### src/rv_pkg.sv
`default_nettype none

package rv_pkg;

  localparam int xlen = 32;
  localparam int reg_addr_w = 5;

  localparam logic [xlen-1:0] pc_reset = 32'h0000_2000;
  // the only implemented csr
  // any other csr address decodes as a nop
  localparam logic [11:0] csr_tohost = 12'h51e;

  // rv32i major opcodes
  localparam logic [6:0] op_lui    = 7'b0110111;
  localparam logic [6:0] op_alu_r  = 7'b0110011;
  localparam logic [6:0] op_alu_i  = 7'b0010011;
  localparam logic [6:0] op_load   = 7'b0000011;
  localparam logic [6:0] op_store  = 7'b0100011;
  localparam logic [6:0] op_system = 7'b1110011;

  // addi x0, x0, 0
  localparam logic [xlen-1:0] instr_nop = 32'h0000_0013;

  // alu_add must stay at zero so a cleared ctrl is a harmless add
  typedef enum logic [3:0] {
    alu_add, alu_sub, alu_and, alu_or, alu_xor, alu_slt, alu_sltu,
    alu_sll, alu_srl, alu_sra, alu_pass_b
  } alu_op_t;

  typedef enum logic [1:0] {fwd_reg, fwd_mem, fwd_wb} fwd_sel_t;

  typedef struct packed {
    logic    reg_we;
    logic    mem_read;
    logic    mem_write;
    logic    csr_write;
    logic    use_rs1;
    logic    use_rs2;
    logic    b_is_imm;
    logic    csr_is_imm;
    alu_op_t alu_op;
  } ctrl_t;

  // a holds the rs1 value, or the zero-extended csrrwi immediate
  typedef struct packed {
    ctrl_t                 ctrl;
    logic [reg_addr_w-1:0] rd;
    logic [reg_addr_w-1:0] rs1;
    logic [reg_addr_w-1:0] rs2;
    logic [xlen-1:0]       a;
    logic [xlen-1:0]       b;
    logic [xlen-1:0]       imm;
  } id_ex_t;

  // wdata is store data, or the new csr value
  typedef struct packed {
    ctrl_t                 ctrl;
    logic [reg_addr_w-1:0] rd;
    logic [xlen-1:0]       alu_result;
    logic [xlen-1:0]       wdata;
  } ex_mem_t;

  typedef struct packed {
    ctrl_t                 ctrl;
    logic [reg_addr_w-1:0] rd;
    logic [xlen-1:0]       result;
  } mem_wb_t;

endpackage

`default_nettype wire
### src/rv_hazard_if.sv
`timescale 1ns/1ns
`default_nettype none

interface rv_hazard_if;

  // source registers of the instructions in id and ex
  logic [rv_pkg::reg_addr_w-1:0] id_rs1, id_rs2, ex_rs1, ex_rs2;
  logic id_use_rs1, id_use_rs2, ex_use_rs1, ex_use_rs2;

  // destinations further down the pipe
  logic [rv_pkg::reg_addr_w-1:0] rd_ex, rd_mem, rd_wb;
  logic mem_read_ex, reg_we_mem, mem_read_mem, reg_we_wb;

  rv_pkg::fwd_sel_t fwd_a, fwd_b;
  logic load_stall;

  modport producer (
    output id_rs1, id_rs2, ex_rs1, ex_rs2, id_use_rs1, id_use_rs2, ex_use_rs1, ex_use_rs2,
    output rd_ex, rd_mem, rd_wb, mem_read_ex, reg_we_mem, mem_read_mem, reg_we_wb
  );

  modport hazard (
    input  id_rs1, id_rs2, ex_rs1, ex_rs2, id_use_rs1, id_use_rs2, ex_use_rs1, ex_use_rs2,
    input  rd_ex, rd_mem, rd_wb, mem_read_ex, reg_we_mem, mem_read_mem, reg_we_wb,
    output fwd_a, fwd_b, load_stall
  );

  modport stage (input fwd_a, fwd_b, load_stall);

endinterface

`default_nettype wire

### src/rv_core.sv
`timescale 1ns/1ns
`default_nettype none

module rv_core (
  input  logic                    clk,
  input  logic                    reset,
  output logic [rv_pkg::xlen-1:0] icache_addr,
  output logic                    icache_re,
  input  logic [rv_pkg::xlen-1:0] icache_dout,
  output logic [rv_pkg::xlen-1:0] dcache_addr,
  output logic [rv_pkg::xlen-1:0] dcache_din,
  output logic [3:0]              dcache_we,
  output logic                    dcache_re,
  input  logic [rv_pkg::xlen-1:0] dcache_dout,
  input  logic                    stall,
  output logic [rv_pkg::xlen-1:0] csr
);
  import rv_pkg::*;

  logic [xlen-1:0]       pc, pc_id;
  logic                  id_valid;
  logic                  front_hold;
  logic [xlen-1:0]       instr_id;
  logic [reg_addr_w-1:0] rs1_id, rs2_id;
  ctrl_t                 ctrl_id;
  logic [xlen-1:0]       imm_id, rs1_data_id, rs2_data_id;
  id_ex_t                id_ex_d, id_ex_q;
  ex_mem_t               ex_mem_d, ex_mem_q;
  mem_wb_t               mem_wb_d, mem_wb_q;
  logic [xlen-1:0]       op_a, op_b, alu_b, alu_result;
  logic [xlen-1:0]       mem_result, wb_data;

  rv_hazard_if hz_if ();

  function automatic logic [xlen-1:0] fwd_mux(input fwd_sel_t sel, input logic [xlen-1:0] reg_val,
                                              input logic [xlen-1:0] mem_val,
                                              input logic [xlen-1:0] wb_val);
    logic [xlen-1:0] val;
    case (sel)
      fwd_mem: val = mem_val;
      fwd_wb:  val = wb_val;
      default: val = reg_val;
    endcase
    return val;
  endfunction

  // fetch, pc and the id slot freeze on either kind of stall
  assign front_hold = stall | hz_if.load_stall;

  always_ff @(posedge clk) begin
    if (reset) begin
      pc       <= pc_reset;
      pc_id    <= pc_reset;
      id_valid <= 1'b0;
    end else if (!front_hold) begin
      pc       <= pc + xlen'(4);
      pc_id    <= pc;
      id_valid <= 1'b1;
    end
  end

  // re-read the id address while held so icache_dout still matches id
  assign icache_addr = front_hold ? pc_id : pc;
  assign icache_re   = 1'b1;

  // first cycle after reset decodes a bubble
  assign instr_id = id_valid ? icache_dout : instr_nop;
  assign rs1_id   = instr_id[19:15];
  assign rs2_id   = instr_id[24:20];

  rv_decoder u_decoder (
    .instr (instr_id),
    .ctrl  (ctrl_id),
    .imm   (imm_id)
  );

  rv_regfile u_regfile (
    .clk      (clk),
    .reset    (reset),
    .rs1      (rs1_id),
    .rs2      (rs2_id),
    .rd       (mem_wb_q.rd),
    .we       (mem_wb_q.ctrl.reg_we & ~stall),
    .wdata    (wb_data),
    .rs1_data (rs1_data_id),
    .rs2_data (rs2_data_id)
  );

  always_comb begin
    id_ex_d.ctrl = ctrl_id;
    id_ex_d.rd   = instr_id[11:7];
    id_ex_d.rs1  = rs1_id;
    id_ex_d.rs2  = rs2_id;
    // csrrwi carries its immediate in the rs1 field
    id_ex_d.a    = ctrl_id.csr_is_imm ? {{(xlen-5){1'b0}}, rs1_id} : rs1_data_id;
    id_ex_d.b    = rs2_data_id;
    id_ex_d.imm  = imm_id;
  end

  rv_stage_reg #(.payload_t(id_ex_t)) u_id_ex (
    .clk    (clk),
    .reset  (reset),
    .hold   (stall),
    .bubble (hz_if.load_stall),
    .d      (id_ex_d),
    .q      (id_ex_q)
  );

  // execute
  assign op_a  = fwd_mux(hz_if.fwd_a, id_ex_q.a, mem_result, wb_data);
  assign op_b  = fwd_mux(hz_if.fwd_b, id_ex_q.b, mem_result, wb_data);
  assign alu_b = id_ex_q.ctrl.b_is_imm ? id_ex_q.imm : op_b;

  rv_alu u_alu (
    .a      (op_a),
    .b      (alu_b),
    .op     (id_ex_q.ctrl.alu_op),
    .result (alu_result)
  );

  always_comb begin
    ex_mem_d.ctrl       = id_ex_q.ctrl;
    ex_mem_d.rd         = id_ex_q.rd;
    ex_mem_d.alu_result = alu_result;
    ex_mem_d.wdata      = id_ex_q.ctrl.csr_write ? op_a : op_b;
  end

  rv_stage_reg #(.payload_t(ex_mem_t)) u_ex_mem (
    .clk    (clk),
    .reset  (reset),
    .hold   (stall),
    .bubble (1'b0),
    .d      (ex_mem_d),
    .q      (ex_mem_q)
  );

  // memory stage does full-word accesses only
  assign dcache_addr = ex_mem_q.alu_result;
  assign dcache_din  = ex_mem_q.wdata;
  assign dcache_re   = ex_mem_q.ctrl.mem_read & ~stall;
  assign dcache_we   = {4{ex_mem_q.ctrl.mem_write & ~stall}};

  // csr instructions return the old csr value
  assign mem_result = ex_mem_q.ctrl.csr_write ? csr : ex_mem_q.alu_result;

  always_ff @(posedge clk) begin
    if (reset) begin
      csr <= '0;
    end else if (!stall && ex_mem_q.ctrl.csr_write) begin
      csr <= ex_mem_q.wdata;
    end
  end

  always_comb begin
    mem_wb_d.ctrl   = ex_mem_q.ctrl;
    mem_wb_d.rd     = ex_mem_q.rd;
    mem_wb_d.result = mem_result;
  end

  rv_stage_reg #(.payload_t(mem_wb_t)) u_mem_wb (
    .clk    (clk),
    .reset  (reset),
    .hold   (stall),
    .bubble (1'b0),
    .d      (mem_wb_d),
    .q      (mem_wb_q)
  );

  // load data in wb holds while dcache_re is low
  assign wb_data = mem_wb_q.ctrl.mem_read ? dcache_dout : mem_wb_q.result;

  // hazard detection inputs
  assign hz_if.id_rs1       = rs1_id;
  assign hz_if.id_rs2       = rs2_id;
  assign hz_if.id_use_rs1   = ctrl_id.use_rs1;
  assign hz_if.id_use_rs2   = ctrl_id.use_rs2;
  assign hz_if.ex_rs1       = id_ex_q.rs1;
  assign hz_if.ex_rs2       = id_ex_q.rs2;
  assign hz_if.ex_use_rs1   = id_ex_q.ctrl.use_rs1;
  assign hz_if.ex_use_rs2   = id_ex_q.ctrl.use_rs2;
  assign hz_if.rd_ex        = id_ex_q.rd;
  assign hz_if.mem_read_ex  = id_ex_q.ctrl.mem_read;
  assign hz_if.rd_mem       = ex_mem_q.rd;
  assign hz_if.reg_we_mem   = ex_mem_q.ctrl.reg_we;
  assign hz_if.mem_read_mem = ex_mem_q.ctrl.mem_read;
  assign hz_if.rd_wb        = mem_wb_q.rd;
  assign hz_if.reg_we_wb    = mem_wb_q.ctrl.reg_we;

  rv_hazard_unit u_hazard (
    .hz (hz_if.hazard)
  );

endmodule

`default_nettype wire

### src/rv_stage_reg.sv
`timescale 1ns/1ns
`default_nettype none

module rv_stage_reg #(
  parameter type payload_t = logic
) (
  input  logic     clk,
  input  logic     reset,
  input  logic     hold,
  input  logic     bubble,
  input  payload_t d,
  output payload_t q
);

  // a cleared payload has all-zero control and so writes nothing
  always_ff @(posedge clk) begin
    if (reset) begin
      q <= '0;
    end else if (hold) begin
      q <= q;
    end else if (bubble) begin
      q <= '0;
    end else begin
      q <= d;
    end
  end

endmodule

`default_nettype wire

### src/rv_hazard_unit.sv
`timescale 1ns/1ns
`default_nettype none

module rv_hazard_unit (
  rv_hazard_if.hazard hz
);
  import rv_pkg::*;

  // mem wins over wb since it holds the younger producer
  // a load in mem is skipped because the load-use stall keeps that case from arising
  function automatic fwd_sel_t pick_fwd(input logic use_rs, input logic [reg_addr_w-1:0] rs);
    fwd_sel_t sel;
    sel = fwd_reg;
    if (use_rs && rs != '0) begin
      if (hz.reg_we_mem && !hz.mem_read_mem && hz.rd_mem == rs) begin
        sel = fwd_mem;
      end else if (hz.reg_we_wb && hz.rd_wb == rs) begin
        sel = fwd_wb;
      end
    end
    return sel;
  endfunction

  always_comb begin
    hz.fwd_a = pick_fwd(hz.ex_use_rs1, hz.ex_rs1);
    hz.fwd_b = pick_fwd(hz.ex_use_rs2, hz.ex_rs2);
  end

  // load in ex feeding the instruction in id
  assign hz.load_stall = hz.mem_read_ex && hz.rd_ex != '0 &&
                         ((hz.id_use_rs1 && hz.id_rs1 == hz.rd_ex) ||
                          (hz.id_use_rs2 && hz.id_rs2 == hz.rd_ex));

endmodule

`default_nettype wire

### src/rv_alu.sv
`timescale 1ns/1ns
`default_nettype none

module rv_alu (
  input  logic [rv_pkg::xlen-1:0] a,
  input  logic [rv_pkg::xlen-1:0] b,
  input  rv_pkg::alu_op_t         op,
  output logic [rv_pkg::xlen-1:0] result
);
  import rv_pkg::*;

  logic [4:0] shamt;

  assign shamt = b[4:0];

  always_comb begin
    case (op)
      alu_add:    result = a + b;
      alu_sub:    result = a - b;
      alu_and:    result = a & b;
      alu_or:     result = a | b;
      alu_xor:    result = a ^ b;
      alu_slt:    result = {{(xlen-1){1'b0}}, $signed(a) < $signed(b)};
      alu_sltu:   result = {{(xlen-1){1'b0}}, a < b};
      alu_sll:    result = a << shamt;
      alu_srl:    result = a >> shamt;
      alu_sra:    result = xlen'($signed(a) >>> shamt);
      // lui
      alu_pass_b: result = b;
      default:    result = a + b;
    endcase
  end

endmodule

`default_nettype wire

### src/rv_regfile.sv
`timescale 1ns/1ns
`default_nettype none

module rv_regfile (
  input  logic                          clk,
  input  logic                          reset,
  input  logic [rv_pkg::reg_addr_w-1:0] rs1,
  input  logic [rv_pkg::reg_addr_w-1:0] rs2,
  input  logic [rv_pkg::reg_addr_w-1:0] rd,
  input  logic                          we,
  input  logic [rv_pkg::xlen-1:0]       wdata,
  output logic [rv_pkg::xlen-1:0]       rs1_data,
  output logic [rv_pkg::xlen-1:0]       rs2_data
);
  import rv_pkg::*;

  // x0 has no storage
  logic [xlen-1:0] regs [1:31];

  always_ff @(posedge clk) begin
    if (reset) begin
      for (int i = 1; i < 32; i++) begin
        regs[i] <= '0;
      end
    end else if (we && rd != '0) begin
      regs[rd] <= wdata;
    end
  end

  // write-first bypass lets id see the value wb writes this cycle
  assign rs1_data = (rs1 == '0) ? '0 : (we && rd == rs1) ? wdata : regs[rs1];
  assign rs2_data = (rs2 == '0) ? '0 : (we && rd == rs2) ? wdata : regs[rs2];

endmodule

`default_nettype wire

### src/rv_decoder.sv
`timescale 1ns/1ns
`default_nettype none

module rv_decoder (
  input  logic [rv_pkg::xlen-1:0] instr,
  output rv_pkg::ctrl_t           ctrl,
  output logic [rv_pkg::xlen-1:0] imm
);
  import rv_pkg::*;

  logic [6:0]      opcode;
  logic [2:0]      funct3;
  logic            f7_bit30;
  logic [xlen-1:0] imm_i, imm_s, imm_u;
  alu_op_t         alu_op_f3;

  assign opcode   = instr[6:0];
  assign funct3   = instr[14:12];
  assign f7_bit30 = instr[30];

  assign imm_i = {{20{instr[31]}}, instr[31:20]};
  assign imm_s = {{20{instr[31]}}, instr[31:25], instr[11:7]};
  assign imm_u = {instr[31:12], 12'b0};

  // funct3 map shared by r and i types
  // sub is picked in the r-type branch
  always_comb begin
    case (funct3)
      3'b000:  alu_op_f3 = alu_add;
      3'b001:  alu_op_f3 = alu_sll;
      3'b010:  alu_op_f3 = alu_slt;
      3'b011:  alu_op_f3 = alu_sltu;
      3'b100:  alu_op_f3 = alu_xor;
      3'b101:  alu_op_f3 = f7_bit30 ? alu_sra : alu_srl;
      3'b110:  alu_op_f3 = alu_or;
      default: alu_op_f3 = alu_and;
    endcase
  end

  always_comb begin
    ctrl = '0;
    imm  = '0;
    case (opcode)
      op_lui: begin
        ctrl.reg_we   = 1'b1;
        ctrl.b_is_imm = 1'b1;
        ctrl.alu_op   = alu_pass_b;
        imm           = imm_u;
      end
      op_alu_r: begin
        ctrl.reg_we  = 1'b1;
        ctrl.use_rs1 = 1'b1;
        ctrl.use_rs2 = 1'b1;
        ctrl.alu_op  = (funct3 == 3'b000 && f7_bit30) ? alu_sub : alu_op_f3;
      end
      op_alu_i: begin
        ctrl.reg_we   = 1'b1;
        ctrl.use_rs1  = 1'b1;
        ctrl.b_is_imm = 1'b1;
        ctrl.alu_op   = alu_op_f3;
        imm           = imm_i;
      end
      op_load: begin
        // word loads only
        if (funct3 == 3'b010) begin
          ctrl.reg_we   = 1'b1;
          ctrl.mem_read = 1'b1;
          ctrl.use_rs1  = 1'b1;
          ctrl.b_is_imm = 1'b1;
          imm           = imm_i;
        end
      end
      op_store: begin
        if (funct3 == 3'b010) begin
          ctrl.mem_write = 1'b1;
          ctrl.use_rs1   = 1'b1;
          ctrl.use_rs2   = 1'b1;
          ctrl.b_is_imm  = 1'b1;
          imm            = imm_s;
        end
      end
      op_system: begin
        // csrrw and csrrwi on tohost only
        // rd gets the old csr value
        if (instr[31:20] == csr_tohost && funct3[1:0] == 2'b01) begin
          ctrl.reg_we     = 1'b1;
          ctrl.csr_write  = 1'b1;
          ctrl.csr_is_imm = funct3[2];
          ctrl.use_rs1    = ~funct3[2];
        end
      end
      default: ;
    endcase
  end

endmodule

`default_nettype wire

### config.mk
export PLATFORM = sky130hd
export DESIGN_NAME = rv_core
export DESIGN_NICKNAME = d
export VERILOG_FILES = /design/src/rv_pkg.sv /design/src/rv_hazard_if.sv /design/src/rv_core.sv /design/src/rv_stage_reg.sv /design/src/rv_hazard_unit.sv /design/src/rv_alu.sv /design/src/rv_regfile.sv /design/src/rv_decoder.sv
export SDC_FILE = /design/constraint.sdc
export NUM_CORES = 2
export LEC_CHECK = 0
export BUFFER_PORTS_ARGS = -buffer_cell sky130_fd_sc_hd__buf_2
export CAP_MARGIN = 10
export CORE_ASPECT_RATIO = 0.75
export CORE_MARGIN = 8
export CORE_UTILIZATION = 35
export DETAILED_ROUTE_END_ITERATION = 7
export GPL_TIMING_DRIVEN = 0
export HOLD_SLACK_MARGIN = 0.05
export PLACE_DENSITY = 0.58
export REMOVE_ABC_BUFFERS = 1
export SYNTH_ARGS = -nofsm -noshare
export SYNTH_HDL_FRONTEND = slang
export SYNTH_SLANG_ARGS = --single-unit
### constraint.sdc
create_clock -name clk -period 9.75 [get_ports clk]
set_input_delay 1.4625 -clock clk [delete_from_list [all_inputs] [get_ports clk]]
set_output_delay 1.4625 -clock clk [all_outputs]
set_load 0.05 [all_outputs]
# ---- Word-level counts from Yosys, hierarchy flattened
# Memory sizes are Yosys's and may differ from the RTL's.
# Cells that the tools add are included.
dict set report totals {
  out_inout_bits 134
  memories 1
  ramBits 992
  register_bits 331
}
dict set report classes {
  reduce_logical 31
  muxes 50
  magnitude_cmp 2
  n_eq_ne 36
  addsub 3
  n_bitwise 9
  shift 3
}
# name words width read_ports rd_clocked_by_memory_dff wr line
set memory_table {}
lappend memory_table {u_regfile.regs 31 32 2 0 31 rv_regfile.sv:18} ;# logic [xlen-1:0] regs [1:31];
# operator count
set ops {}
lappend ops {{two-way mux 32 bit} 14}
lappend ops {{case mux 32 bit (10 select lines)} 1}
lappend ops {{case mux 32 bit (2 select lines)} 2}
lappend ops {{case mux 32 bit (4 select lines)} 1}
lappend ops {{two-way mux 123 bit} 1}
lappend ops {{less-than comparator 32 bit} 2}
lappend ops {{== test 5 bit} 8}
lappend ops {{adder 32 x 3 -> 32 bit, second input constant} 1}
lappend ops {{adder 32 bit} 1}
lappend ops {{AND 32 bit} 1}
lappend ops {{bitwise OR 32 bit} 1}
lappend ops {{OR reduction 32 bit} 1}
lappend ops {{left shift 32 x 5 -> 32 bit} 1}
lappend ops {{right shift 32 x 5 -> 32 bit} 1}
lappend ops {{>>> shifter 32 x 5 -> 32 bit} 1}
lappend ops {{subtractor 32 bit} 1}
lappend ops {{bitwise XOR 32 bit} 1}
lappend ops {{case mux 4 bit (7 select lines)} 1}
lappend ops {{== test 7 x 6 -> 1 bit, second input constant} 3}
lappend ops {{nonzero test 5 bit} 4}
lappend ops {{logical AND 1 bit} 17}
lappend ops {{== test 4 x 3 -> 1 bit, second input constant} 4}
lappend ops {{two-way mux 2 bit} 8}
lappend ops {{two-way mux 1 bit} 14}
lappend ops {{28 further kinds} 44}

# ---- Logic depth before layout (Yosys ltp)
dict set report depth {
  word_depth 10
  ltp_mapped 25
  ltp_nobuf 22
}

# ---- Modules after synthesis
# From an unflattened synthesis, not the netlist that was laid out.
dict set report unflattened {
  hier_cells 7247
  hier_area_um2 83739.1
}
# module area_each_um2 seq_area_each_um2 cells_each n_inst
set modules_own_cells {}
lappend modules_own_cells {rv_regfile 54723.7 30749.5 3741 1}
lappend modules_own_cells {rv_alu 9729.3 0.0 1348 1}
lappend modules_own_cells {rv_core 7199.4 1901.8 895 1}
lappend modules_own_cells {{rv_stage_reg at u_id_ex} 5266.3 2462.4 548 1}
lappend modules_own_cells {{rv_stage_reg at u_ex_mem} 3782.4 1621.6 361 1}
lappend modules_own_cells {{rv_stage_reg at u_mem_wb} 2035.7 980.9 219 1}
lappend modules_own_cells {rv_decoder 586.8 0.0 80 1}
lappend modules_own_cells {rv_hazard_unit 415.4 0.0 55 1}

# ---- Least setup slack after synthesis
# OpenSTA, ideal clock, no wires.
dict set report synth_path {
  path_kind {in2reg}
  start {input dcache_dout[1] (netlist name)}
  end {register u_ex_mem.q[57] (netlist name)}
  arrival_time_ns 5.555
  n_path_buf 2
  setup_time_ns 0.143
  cell_stages 19
  setup_slack_ns 4.053
  cell_sequence {mux2i_1 > inv_1 > a2111oi_0 > o21bai_1 > nand2_1 > buf_2 > clkbuf_1 > ha_1 > nor2b_1 > o2111ai_1 > a31oi_1 > a21oi_1 > nand4_1 > a31o_2 > a21oi_1 > o31ai_1 > xnor2_1 > a2111oi_2 > a2111oi_2}
}
dict set report synth_between {
  elab_chain_cells 5
  elab_cells_between_ends 10
}
# element line
set synth_lines {}
lappend synth_lines {{start: declaration} rv_core.sv:14} ;# input logic [rv_pkg::xlen-1:0] dcache_dout,
lappend synth_lines {{two-way mux 32 bit *} rv_core.sv:170} ;# assign wb_data = mem_wb_q.ctrl.mem_read ? dcache_dout : mem_wb_q.result;
lappend synth_lines {{via u_regfile.wdata, one bit} rv_regfile.sv:11} ;# input logic [rv_pkg::xlen-1:0] wdata,
lappend synth_lines {{case mux 32 bit (2 select lines)} rv_core.sv:39} ;# case (sel)
lappend synth_lines {{two-way mux 32 bit} rv_core.sv:112} ;# assign alu_b = id_ex_q.ctrl.b_is_imm ? id_ex_q.imm : op_b;
lappend synth_lines {{adder 32 bit (tied with other cells)} {rv_alu.sv:18, rv_alu.sv:30}}
lappend synth_lines {{case mux 32 bit (10 select lines) *} rv_alu.sv:17} ;# case (op)
lappend synth_lines {{end signal: assignment} rv_stage_reg.sv:20} ;# q <= q;
lappend synth_lines {{end: declaration} rv_stage_reg.sv:12} ;# output payload_t q
# Mark *: on every way through the listed nets, which the timed path passes. The rest lies on a longest branch.
# A chain may end at the register's enable or synchronous reset.

# ---- Final worst setup path
dict set report layout_path {
  start {register u_mem_wb.q[34] (netlist name)}
  end {register u_ex_mem.q[32] (netlist name)}
}
dict set report layout_between {
  elab_chain_cells 10
  elab_cells_between_ends 28
}
# element line
set layout_lines {}
lappend layout_lines {{start: declaration} rv_stage_reg.sv:12}
lappend layout_lines {{start signal: assignment} rv_stage_reg.sv:20}
lappend layout_lines {{== test 5 bit} rv_hazard_unit.sv:17} ;# end else if (hz.reg_we_wb && hz.rd_wb == rs) begin
lappend layout_lines {{logical AND 1 bit} rv_hazard_unit.sv:17}
lappend layout_lines {{two-way mux 2 bit} rv_hazard_unit.sv:17}
lappend layout_lines {{two-way mux 2 bit} rv_hazard_unit.sv:15} ;# if (hz.reg_we_mem && !hz.mem_read_mem && hz.rd_mem == rs) begin
lappend layout_lines {{two-way mux 2 bit} rv_hazard_unit.sv:14} ;# if (use_rs && rs != '0) begin
lappend layout_lines {{== test 2 bit or == test 2 x 1 -> 1 bit (tied branches)} rv_core.sv:39}
lappend layout_lines {{case mux 32 bit (2 select lines)} rv_core.sv:39}
lappend layout_lines {{two-way mux 32 bit} rv_core.sv:112}
lappend layout_lines {{adder 32 bit (tied with other cells)} {rv_alu.sv:18, rv_alu.sv:30}}
lappend layout_lines {{case mux 32 bit (10 select lines) *} rv_alu.sv:17}
# Mark *: on every way between the ends. The rest lies on a longest branch, timed or not.

==> reports/summary.txt <==
Post-Syn Area = 0.0774 sq mm
post-route antenna net violation count = 0
number of flops mapped to enable cells by yosys = 1024
Die W = 559 microns
Synth area leader = edfxtp_1
Detailed Routing Iterations Pass 1 = 7
Syn Area/Cell = 10.2 sq um
GRT Overall Usage = 28.1%
DR iter-0 viols = 12900
Static Leak = 30.1 nW
FF+latch count, synth = 1353
register area share after synthesis = 48.2%
Yosys cell types = 93
R2R setup slack = 510 ps
CTS tree = yes
compound-cell area share of the yosys netlist = 16.5%
FP Rows = 149
Crit path depth = 21
core area = 0.220 sq mm
mux cell area share after synthesis = 13.2%
most crowded layer after global routing = met1
asr flop ratio synth = 0%
first-pass GRT wire length = 484000 microns
MaxCap Viol Count = 0
initial antenna violation count = 17
fin crit share = 94.8%
Vias/cell = 6.55
slowest stage delay, CP = 830 ps
area grow syn2layout = 13.6%
Synth area leaders = edfxtp_1 (40%), mux4_2 (9.7%), dfxtp_1 (8.5%)
Cell Chain, Critical Path = xor2_1 > nor4_1 > nand3_1 > nor3_1 > ha_4 > nor2b_4 > a222oi_1 > buf_2 > inv_1 > ha_1 > nor3_1 > and3_1 > a31oi_1 > nand4_1 > a31oi_1 > a211oi_1 > nor2_1 > o41ai_1 > o31ai_1 > a31oi_1 > a211oi_1
RSZ-0062 raised after global routing = false
worst setup path category = reg2reg
worst min path class = reg2reg
number of fill cells = 20900
Crit path top cell by count = a31oi_1
Vias = 68100
achievable clock frequency = 0.108 GHz
final core utilization = 40.0%
CP Launch Point = u_mem_wb.q[34]
drt drc = 0
Critical R2R Launch = u_mem_wb.q[34]
r2r worst-path depth = 21
post-DR wirelength/cell = 33.8 microns
die area = 0.237 sq mm
final hold violations = 0
num ports = 201
met2 Use GR = 38.1%
relative slew slack = -1.53%
final worst path period need = 9240 ps
Starting Density = 35.2%
clk sinks = 1353
CTS buffer count = 146
Placer Congestion = 0.997
CP max-delay cell = ha_4
grt total ovfl = 0
Slew Viols, Final = 5
Crit path max-delay family = compound AO/OA/AOI/OAI gates
clock slew at reported path FFs = 60 ps
final WL = 351000 microns
simple-gate portion of the synthesized area = 14.2%
vias in the first global route = 63300
final setup violation count = 0
Place WS = 1360 ps
dpl hpwl = 235000 microns
maximum clock insertion buffer count = 4
H-tree depth = 4
worst-margin pin slew = 1520 ps
Yosys warnings = 0
crit path DAT = 9940 ps
Synth Area in XOR/XNOR = 0.894%
VDD IR max = 0.108 mV
top fanout value on the critical path = 54
worst setup path endpoint = u_ex_mem.q[32]
Bufs and invs on worst path = 2
pwr dens = 162 mW/mm^2
met1 usage = 39.2%
largest net degree at the start of global routing = 130
Final Power = 14.3 mW
clk_lat worst skew = 830 ps
Reg2Reg Capture Point = u_ex_mem.q[32]
layout cells sized above 1 = 15.6%
Post-CTS Resized = 0
Syn Inst Count = 7607
clock tree root driver cell = clkbuf_16
crit end category = flop
clk_skew = 46.0 ps
post-synth top area share = 39.7%
status = complete, but fails checks
failing checks = max-slew violations
largest family of logic cells by synthesized area = compound AO/OA/AOI/OAI gates
Post-Synth Adder-Cell Area = 1.67%
Final nets = 7499
CP Launch Type = flop
cts hold-fix bufs = 0
met3 usage = 11.9%
IO buf count = 199
Most used DFF post-synth = edfxtp_1
Die Y = 423 microns
Critical Path RT = 10450 ps
number of post-CTS setup repair buffers = 0
Final WS setup = 506 ps
## how the worst min path moves through the flow
stage,startpoint,to,depth (start not counted)
6_report,u_ex_mem.q[10],csr[10],2
5_1_grt,u_id_ex.q[49],u_id_ex.q[49],2
4_1_cts,u_ex_mem.q[10],csr[10],2
3_5_place_dp,u_ex_mem.q[10],csr[10],2
3_3_place_gp,u_ex_mem.q[10],csr[10],2
2_1_floorplan,u_id_ex.q[11],u_id_ex.q[11],2
## cell usage in the layout (no fill, tap or decap), types with 85 or more instances in the layout
| master | count |
|---|---|
| nor2_1 | 1419 |
| edfxtp_1 | 1024 |
| nand2_1 | 625 |
| a21oi_1 | 611 |
| mux4_2 | 334 |
| dfxtp_1 | 325 |
| a211oi_1 | 262 |
| buf_2 | 195 |
| a22oi_1 | 165 |
| mux2i_1 | 159 |
| inv_1 | 155 |
| clkbuf_16 | 151 |
| o21ai_0 | 149 |
| nor3_1 | 126 |
| nor2b_1 | 115 |
| ha_1 | 99 |
| a221oi_1 | 85 |
## layout make-up
type,instances,area (sq um),area share (%)
multi-input cells,5305,37200,42.3
well taps,2944,3680,4.19
flip-flops and latches,1353,37300,42.5
clock inverters,66,632,0.719
clock buffers,188,3950,4.49
inverters,164,617,0.702
repair buffers,360,4540,5.16
diodes,3,7.51,0.00854
## state kept, by name, indices dropped and copies added (netlist names)
register and cells:
u_id_ex.q 122, id_valid 1, u_mem_wb.q 39, u_ex_mem.q 73
pc_id 32, pc 30, u_regfile.regs 1024, csr 32
## cell usage after synthesis, types with 73 or more instances
cell	n
a211oi_1	262
clkbuf_1	640
o221ai_1	73
a21oi_1	613
a22oi_1	165
mux4_2	334
a221oi_1	87
mux2i_1	191
ha_1	100
inv_1	158
nor3_1	128
nor2_1	1427
o21ai_0	150
dfxtp_1	329
nand2_1	669
edfxtp_1	1024
nor2b_1	120
## routing by layer
layer  vias up  wire [microns]
met5         -              39
met4         6           16300
met3       832           60100
met2      5792          138000
met1     33800          137000
li1      27600               -
## power by group
group	internal [mW]	switching [mW]	leakage [nW]	total, mW
Combinational	0.687	1.47	14.7	2.16
Sequential	6.36	0.127	13.2	6.49
Clock	3.15	2.47	2.23	5.63
## tightest hold or removal path: stages (launching register included)
cell and delay, ps:
dfxtp_1 320, nand2_1 50, a21oi_1 50
## cell families after synthesis
group / Yosys count
AO/OA/AOI/OAI: 1885
XOR/XNOR: 79
adder cells (fa/ha/maj): 102
buffers and inverters: 980
flip-flops: 1353
multiplexers: 596
other: 2
AND/OR/NAND/NOR: 2610
## through the flow
stage | setup TNS [ps] | cells | cell area, sq um | hold slack, ps
after global routing | 0 | 10400 | 87900 | 492
final | 0 | 10400 | 87900 | 465
after floorplan | -3700 | 6822 | 74100 | 437
after CTS | 0 | 10400 | 87900 | 465
after detailed placement | 0 | 10100 | 83300 | 456
after global placement | -8766150 | 9965 | 78800 | 452
Power figures use the tool's default switching activity.
